File: src/rtl/mix_pkg.sv
// audio mixer shared definitions
package mix_pkg;

	// sample widths as they leave the sound chips
	// ym3438 style linear output, unsigned
	localparam int FM_LIN_W = 9;
	// ym2612 dac emulation output, two's complement
	localparam int FM_DAC_W = 10;
	// psg sample, already unsigned
	localparam int PSG_W = 16;

	// mix output widths
	localparam int MIX_LIN_W = 16;
	localparam int MIX_DAC_W = 18;

	// linear fm is offset binary, centre sits at half scale
	localparam logic [FM_LIN_W-1:0] FM_LIN_MID = 9'd256;

	// centred linear sample lands in the upper bits of the 16-bit mix
	localparam int LIN_SHIFT = 6;

	// dac gain of 192 built from two shifted copies (128 + 64)
	localparam int DAC_SHIFT_HI = 7;
	localparam int DAC_SHIFT_LO = 6;

	// frame as delivered by the sound chips
	typedef struct packed {
		logic [FM_LIN_W-1:0] lin_l;
		logic [FM_LIN_W-1:0] lin_r;
		logic [FM_DAC_W-1:0] dac_l;
		logic [FM_DAC_W-1:0] dac_r;
		logic [PSG_W-1:0] psg;
	} raw_frame_t;

	// fm channels scaled to mix width
	// psg rides along untouched for the sum stage
	typedef struct packed {
		logic [MIX_LIN_W-1:0] lin_l;
		logic [MIX_LIN_W-1:0] lin_r;
		logic [MIX_DAC_W-1:0] dac_l;
		logic [MIX_DAC_W-1:0] dac_r;
		logic [PSG_W-1:0] psg;
	} scaled_frame_t;

	// final stereo results, both formats
	typedef struct packed {
		logic [MIX_LIN_W-1:0] lin_l;
		logic [MIX_LIN_W-1:0] lin_r;
		logic [MIX_DAC_W-1:0] dac_l;
		logic [MIX_DAC_W-1:0] dac_r;
	} mix_frame_t;

endpackage

File: src/rtl/pipe_stage.sv
// valid/ready pipeline register
`timescale 1ns/1ps

module pipe_stage
	import mix_pkg::*;
	#(
	parameter type PAYLOAD_T = raw_frame_t
	)
	(
	input logic MCLK2,
	input logic rst_n_i,

	// upstream side
	input logic up_valid_i,
	output logic up_ready_o,
	input PAYLOAD_T up_data_i,

	// downstream side
	output logic dn_valid_o,
	input logic dn_ready_i,
	output PAYLOAD_T dn_data_o
	);

	logic valid_q;
	PAYLOAD_T data_q;
	logic load;

	// free slot, or the held frame leaves on this edge
	assign up_ready_o = ~valid_q | dn_ready_i;

	assign load = up_valid_i & up_ready_o;

	// occupancy flag
	// when ready is high the slot is either empty or being emptied,
	// so it simply follows the upstream valid
	always_ff @(posedge MCLK2 or negedge rst_n_i)
	begin
		if (!rst_n_i)
		begin
			valid_q <= 1'b0;
		end
		else if (up_ready_o)
		begin
			valid_q <= up_valid_i;
		end
	end

	// payload only moves on an accepted transfer
	always_ff @(posedge MCLK2)
	begin
		if (load)
		begin
			data_q <= up_data_i;
		end
	end

	assign dn_valid_o = valid_q;
	assign dn_data_o = data_q;

endmodule

File: src/rtl/fm_scale.sv
// fm sample scaling stage
`timescale 1ns/1ps

module fm_scale
	import mix_pkg::*;
	(
	input logic MCLK2,
	input logic rst_n_i,

	// raw frames in
	input logic up_valid_i,
	output logic up_ready_o,
	input raw_frame_t up_data_i,

	// scaled frames out
	output logic dn_valid_o,
	input logic dn_ready_i,
	output scaled_frame_t dn_data_o
	);

	scaled_frame_t scaled;

	// linear path
	// remove the half scale offset, then move into the top of the word
	function automatic logic [MIX_LIN_W-1:0] scale_lin(input logic [FM_LIN_W-1:0] sample);
		logic signed [FM_LIN_W-1:0] centred;
		logic signed [MIX_LIN_W-1:0] wide;
		centred = signed'(sample - FM_LIN_MID);
		// size cast of a signed value sign-extends
		wide = MIX_LIN_W'(centred);
		return wide <<< LIN_SHIFT;
	endfunction

	// dac path
	// x * 192 as (x << 7) + (x << 6), wraps in 18 bits
	function automatic logic [MIX_DAC_W-1:0] scale_dac(input logic [FM_DAC_W-1:0] sample);
		logic signed [FM_DAC_W-1:0] code;
		logic signed [MIX_DAC_W-1:0] wide;
		code = signed'(sample);
		wide = MIX_DAC_W'(code);
		return (wide <<< DAC_SHIFT_HI) + (wide <<< DAC_SHIFT_LO);
	endfunction

	always_comb
	begin
		scaled.lin_l = scale_lin(up_data_i.lin_l);
		scaled.lin_r = scale_lin(up_data_i.lin_r);
		scaled.dac_l = scale_dac(up_data_i.dac_l);
		scaled.dac_r = scale_dac(up_data_i.dac_r);
		// psg is needed one stage later
		scaled.psg = up_data_i.psg;
	end

	// scaled result is captured together with the frame handshake
	pipe_stage
		#(
		.PAYLOAD_T(scaled_frame_t)
		)
	scale_reg_inst
		(
		.MCLK2(MCLK2),
		.rst_n_i(rst_n_i),
		.up_valid_i(up_valid_i),
		.up_ready_o(up_ready_o),
		.up_data_i(scaled),
		.dn_valid_o(dn_valid_o),
		.dn_ready_i(dn_ready_i),
		.dn_data_o(dn_data_o)
		);

endmodule

File: src/rtl/mix_sum.sv
// psg summing stage
`timescale 1ns/1ps

module mix_sum
	import mix_pkg::*;
	(
	input logic MCLK2,
	input logic rst_n_i,

	// scaled frames in
	input logic up_valid_i,
	output logic up_ready_o,
	input scaled_frame_t up_data_i,

	// mixed frames out
	output logic dn_valid_o,
	input logic dn_ready_i,
	output mix_frame_t dn_data_o
	);

	mix_frame_t mixed;
	logic [MIX_DAC_W-1:0] psg_wide;

	// psg is unsigned, pad with zeros for the dac mix
	assign psg_wide = MIX_DAC_W'(up_data_i.psg);

	always_comb
	begin
		// both sums wrap at their own width, no saturation
		mixed.lin_l = up_data_i.lin_l + up_data_i.psg;
		mixed.lin_r = up_data_i.lin_r + up_data_i.psg;
		mixed.dac_l = up_data_i.dac_l + psg_wide;
		mixed.dac_r = up_data_i.dac_r + psg_wide;
	end

	// output register
	pipe_stage
		#(
		.PAYLOAD_T(mix_frame_t)
		)
	sum_reg_inst
		(
		.MCLK2(MCLK2),
		.rst_n_i(rst_n_i),
		.up_valid_i(up_valid_i),
		.up_ready_o(up_ready_o),
		.up_data_i(mixed),
		.dn_valid_o(dn_valid_o),
		.dn_ready_i(dn_ready_i),
		.dn_data_o(dn_data_o)
		);

endmodule

File: src/rtl/audio_mixer_top.sv
// audio output mixer
`timescale 1ns/1ps

module audio_mixer_top
	import mix_pkg::*;
	(
	input logic MCLK2,
	input logic rst_n_i,

	// input frame handshake
	input logic in_valid_i,
	output logic in_ready_o,

	// fm linear, unsigned
	input logic [FM_LIN_W-1:0] mol_i,
	input logic [FM_LIN_W-1:0] mor_i,
	// fm dac emulation, signed
	input logic [FM_DAC_W-1:0] mol_dac_i,
	input logic [FM_DAC_W-1:0] mor_dac_i,
	input logic [PSG_W-1:0] psg_i,

	// output frame handshake
	output logic out_valid_o,
	input logic out_ready_i,

	// stereo mixes
	output logic [MIX_LIN_W-1:0] lin_l_o,
	output logic [MIX_LIN_W-1:0] lin_r_o,
	output logic [MIX_DAC_W-1:0] dac_l_o,
	output logic [MIX_DAC_W-1:0] dac_r_o
	);

	raw_frame_t in_frame;

	// input register to scale stage
	logic raw_valid;
	logic raw_ready;
	raw_frame_t raw_frame;

	// scale stage to sum stage
	logic scl_valid;
	logic scl_ready;
	scaled_frame_t scl_frame;

	mix_frame_t out_frame;

	assign in_frame.lin_l = mol_i;
	assign in_frame.lin_r = mor_i;
	assign in_frame.dac_l = mol_dac_i;
	assign in_frame.dac_r = mor_dac_i;
	assign in_frame.psg = psg_i;

	// stage 1, register the chip samples as they are
	pipe_stage
		#(
		.PAYLOAD_T(raw_frame_t)
		)
	in_reg_inst
		(
		.MCLK2(MCLK2),
		.rst_n_i(rst_n_i),
		.up_valid_i(in_valid_i),
		.up_ready_o(in_ready_o),
		.up_data_i(in_frame),
		.dn_valid_o(raw_valid),
		.dn_ready_i(raw_ready),
		.dn_data_o(raw_frame)
		);

	// stage 2
	fm_scale fm_scale_inst
		(
		.MCLK2(MCLK2),
		.rst_n_i(rst_n_i),
		.up_valid_i(raw_valid),
		.up_ready_o(raw_ready),
		.up_data_i(raw_frame),
		.dn_valid_o(scl_valid),
		.dn_ready_i(scl_ready),
		.dn_data_o(scl_frame)
		);

	// stage 3
	mix_sum mix_sum_inst
		(
		.MCLK2(MCLK2),
		.rst_n_i(rst_n_i),
		.up_valid_i(scl_valid),
		.up_ready_o(scl_ready),
		.up_data_i(scl_frame),
		.dn_valid_o(out_valid_o),
		.dn_ready_i(out_ready_i),
		.dn_data_o(out_frame)
		);

	assign lin_l_o = out_frame.lin_l;
	assign lin_r_o = out_frame.lin_r;
	assign dac_l_o = out_frame.dac_l;
	assign dac_r_o = out_frame.dac_r;

endmodule

File: config.mk
export PLATFORM = sky130hd
export DESIGN_NAME = audio_mixer_top
export DESIGN_NICKNAME = d
export VERILOG_FILES = /design/src/rtl/mix_pkg.sv /design/src/rtl/pipe_stage.sv /design/src/rtl/fm_scale.sv /design/src/rtl/mix_sum.sv /design/src/rtl/audio_mixer_top.sv
export SDC_FILE = /design/constraint.sdc
export NUM_CORES = 1
export LEC_CHECK = 0
export ABC_AREA = 1
export CAP_MARGIN = 20
export CORE_MARGIN = 2
export CORE_UTILIZATION = 30
export CTS_BUF_LIST = sky130_fd_sc_hd__clkbuf_16
export CTS_CLUSTER_DIAMETER = 200
export DETAILED_ROUTE_END_ITERATION = 6
export DONT_BUFFER_PORTS = 1
export GPL_ROUTABILITY_DRIVEN = 0
export HOLD_SLACK_MARGIN = 0.05
export SYNTH_ARGS = -nofsm -noshare
export SYNTH_HDL_FRONTEND = slang
export SYNTH_SLANG_ARGS = --single-unit
File: constraint.sdc
create_clock -name MCLK2 -period 3.6 [get_ports MCLK2]
set_input_delay 0.54 -clock MCLK2 [delete_from_list [all_inputs] [get_ports MCLK2]]
set_output_delay 0.54 -clock MCLK2 [all_outputs]
set_load 0.005 [all_outputs]
==> impl_metrics.json <==
{
  "outcome": "complete, no violations",
  "rows": 59,
  "maximum_clock_skew_at_final_layout_ns": 0.0182,
  "cp_data_arrival_time_ns": 2.10,
  "antenna_violations_before_repair": 9,
  "first_pass_grt_wire_length_um": 24300,
  "chipWidth_um": 168,
  "vias_in_the_first_global_route": 4633,
  "ant_nets": 0,
  "proportion_of_synthesized_chip_area_in_sequential_cells_pct": 61.4,
  "start_kind": "flop",
  "post-synth-top-area-fraction_pct": 60.4,
  "drive_gt1_share_pct": 6.32,
  "internal_power_mw": 4.13,
  "grt.total_usage_pct": 11.5,
  "power_switching_mw": 2.05,
  "post-synth-top-count-cell": "sky130_fd_sc_hd__nand2_1",
  "dp.final_hpwl_um": 11800,
  "crit_top_cell": "sky130_fd_sc_hd__nand2_1",
  "htree_levels": 4,
  "ir_worst_vdd_uv": 348,
  "clk_path_buf_depth": 2,
  "power_leakage_nw": 3.86,
  "numCtsBuffers": 17,
  "tritoncts_num_sinks": 165,
  "whs_ns": 0.197,
  "power.density_cell_area_nw_per_um2": 689,
  "synth_edf_count": 162,
  "tritoncts": "yes",
  "post-route-drc-count": 0,
  "tightestPinTransition_ns": 0.746,
  "worstPathCellList": "nand2_1 > nor2_1 > inv_1 > nand2_1 > inv_2 > buf_4",
  "avgViaCountPerCell": 4.39,
  "fmax_mhz": 496,
  "post_cts.resized_instances": 0,
  "vias": 4749,
  "power_frac_clock_pct": 28.5,
  "post-synth-top-area-cell": "sky130_fd_sc_hd__edfxtp_1",
  "syn_nets": 846,
  "wire_per_inst_um": 14.4,
  "unrepaired_setup_endpoints_after_global_routing": "false",
  "drt_iter0_markers": 294,
  "register_to_register_setup_slack_ns": 1.58,
  "average_footprint_of_a_synthesized_cell_um2": 11.1,
  "clock-root-buffer": "sky130_fd_sc_hd__clkbuf_16",
  "critical-path-max-stage-delay_ns": 0.50,
  "grt_max_degree": 55,
  "synth.top_cells.by_area": "sky130_fd_sc_hd__edfxtp_1, sky130_fd_sc_hd__nand2_1, sky130_fd_sc_hd__ha_1",
  "slew_viol_final": 0,
  "setup_tns_ns": 0,
  "io_buffers": 0,
  "max_cap_viol_count": 0,
  "synth_cell_types": 23,
  "max_slew_margin_pct": 50.3,
  "postLayoutSetupSlackWorst_ns": 1.58,
  "worst_slack_after_detailed_placement_ns": 1.40,
  "cp-end-kind": "flop",
  "die-area_um2": 28200,
  "min_period_over_period_pct": 56.0,
  "most_frequent_cells_after_synthesis": "sky130_fd_sc_hd__nand2_1, sky130_fd_sc_hd__edfxtp_1, sky130_fd_sc_hd__inv_1",
  "coreArea_um2": 26200,
  "fin_nets": 851,
  "synth_ff_type": "sky130_fd_sc_hd__edfxtp_1",
  "yosysWarningCount": 0,
  "worst_r2r_path_depth": 6,
  "initial_standard_cell_utilization_of_the_core_pct": 30.7,
  "clkTransAtPathRegs_ns": 0.07,
  "synth.ff_latch_count": 165,
  "detailedRoute.firstPassIterationCount": 4,
  "netlist_area_um2": 8050,
  "crit_path_max_fanout": 36,
  "final_period_minus_worst_setup_slack_ns": 2.02,
  "min_delay_path_depth": 0,
  "grt_remaining_overflow": 0,
  "power.share.sequential_pct": 47.6,
  "endpoints_failing_setup": 0,
  "tightest_hold_check_type": "in2reg",
  "power_frac_comb_pct": 23.8,
  "areaGrowthSynthToFinish_pct": 11.4,
  "clock_insertion_delay_worst_skew_ns": 0.43,
  "io_pins": 128,
  "worstSetupPathType": "reg2reg",
  "synth-async-reset-ratio_pct": 1.82,
  "crit_slowest_cell": "sky130_fd_sc_hd__buf_4",
  "postSynthCellCount": 726,
  "detail_route.wirelength_um": 15600,
  "worst-endpoint-required_ns": 3.68,
  "floorplan.die.height_um": 168,
  "sw_frac_of_total_pct": 33.1,
  "final_hold_violation_count": 0
}
logic make-up (layout without fill, tap and decap cells):
family	after synthesis	count (layout)	share of synthesized area (%)
and+or+nand+nor	305	305	15.7
buffers and inverters	122	140	6.53
other	0	3	0
AOI/OAI and AO/OA	43	43	3.05
adders and majority gates	62	62	10.2
DFF	165	165	61.4
xor gates and xnor gates	29	29	3.16
cells in the final DEF (no fill, tap or decap), drive strengths merged:
| cell | instances |
|---|---|
| a21oi | 24 |
| a21boi | 2 |
| diode | 3 |
| inv | 112 |
| dlygate4sd3 | 1 |
| fa | 6 |
| xor2 | 25 |
| nor2 | 33 |
| edfxtp | 162 |
| xnor2 | 4 |
| clkinvlp | 2 |
| o21ai | 9 |
| nand2 | 203 |
| o21bai | 6 |
| ha | 56 |
| nor3 | 1 |
| or2 | 2 |
| nand3 | 55 |
| dfrtp | 3 |
| clkbuf | 17 |
| nand4 | 11 |
| clkinv | 5 |
| a31oi | 2 |
| buf | 3 |
metrics by stage:
stage | area (µm²) | instances | total power, mW | utilization [%]
6_report | 8970 | 1082 | 6.18 | 34.2
3_3_place_gp | 8370 | 1046 | 4.46 | 31.9
4_1_cts | 8960 | 1079 | 6.28 | 34.2
2_1_floorplan | 8050 | 726 | 4.10 | -
3_5_place_dp | 8370 | 1046 | 4.49 | 31.9
5_1_grt | 8960 | 1080 | 6.62 | 34.2
state kept, by name, summed over array words and instances, names as in the netlist:
register / cells
in_reg_inst.dn_data_o: 54
fm_scale_inst.scale_reg_inst.dn_data_o: 58
mix_sum_inst.sum_reg_inst.dn_valid_o: 1
fm_scale_inst.scale_reg_inst.dn_valid_o: 1
in_reg_inst.dn_valid_o: 1
mix_sum_inst.sum_reg_inst.dn_data_o: 50
path summary, 6_finish.rpt:
kind | from | endpoint
setup / recovery | mix_sum_inst.sum_reg_inst.dn_valid_o | fm_scale_inst.scale_reg_inst.dn_data_o[40]
hold / removal | mor_i[2] | in_reg_inst.dn_data_o[38]
setup reg to reg | mix_sum_inst.sum_reg_inst.dn_valid_o | fm_scale_inst.scale_reg_inst.dn_data_o[40]
hold reg to reg | in_reg_inst.dn_data_o[8] | fm_scale_inst.scale_reg_inst.dn_data_o[8]
max in group asynchronous | rst_n_i | fm_scale_inst.scale_reg_inst.dn_valid_o
min in group asynchronous | rst_n_i | mix_sum_inst.sum_reg_inst.dn_valid_o
timing repair:
| action | 4_1_cts | 5_1_grt |
|---|---|---|
| setup buffers | 0 | 0 |
| hold buffers | 1 | 0 |
| endpoints found under the hold margin | 3 | 0 |
layout make-up:
cell class              instances  area (µm²)
diodes                          3        7.51
clock buffers                  17         425
clock inverters                15         159
fillers                      2494       17200
inverters                     104         390
multi-input cells             439        2600
flip-flops and latches        165        4940
well taps                     335         419
repair buffers                  4        32.5
layer usage:
layer | wire, µm | global-route usage [%] | vias up
met5 | 38 | 0 | -
met4 | 391 | 5.63 | 6
met3 | 1050 | 4.61 | 31
met2 | 7090 | 18.1 | 110
met1 | 7000 | 13.7 | 2146
li1 | - | - | 2456
power groups by stage:
stage / clock network [mW] / registers [mW] / logic, mW
final: 1.76 / 2.94 / 1.47
after global routing: 1.91 / 2.99 / 1.72
after CTS: 1.82 / 2.96 / 1.49
after detailed placement: 0 / 3.01 / 1.49
after global placement: 0 / 3.00 / 1.45
after floorplan: 0 / 2.89 / 1.21
critical path, delay by kind of cell, from the launching register on:
family / cells / cell delay, ns
buffers and inverters: 3 / 0.98
and+or+nand+nor: 3 / 0.22
DFF: 1 / 0.43
No activity file was read; power rests on OpenSTA's default activity.
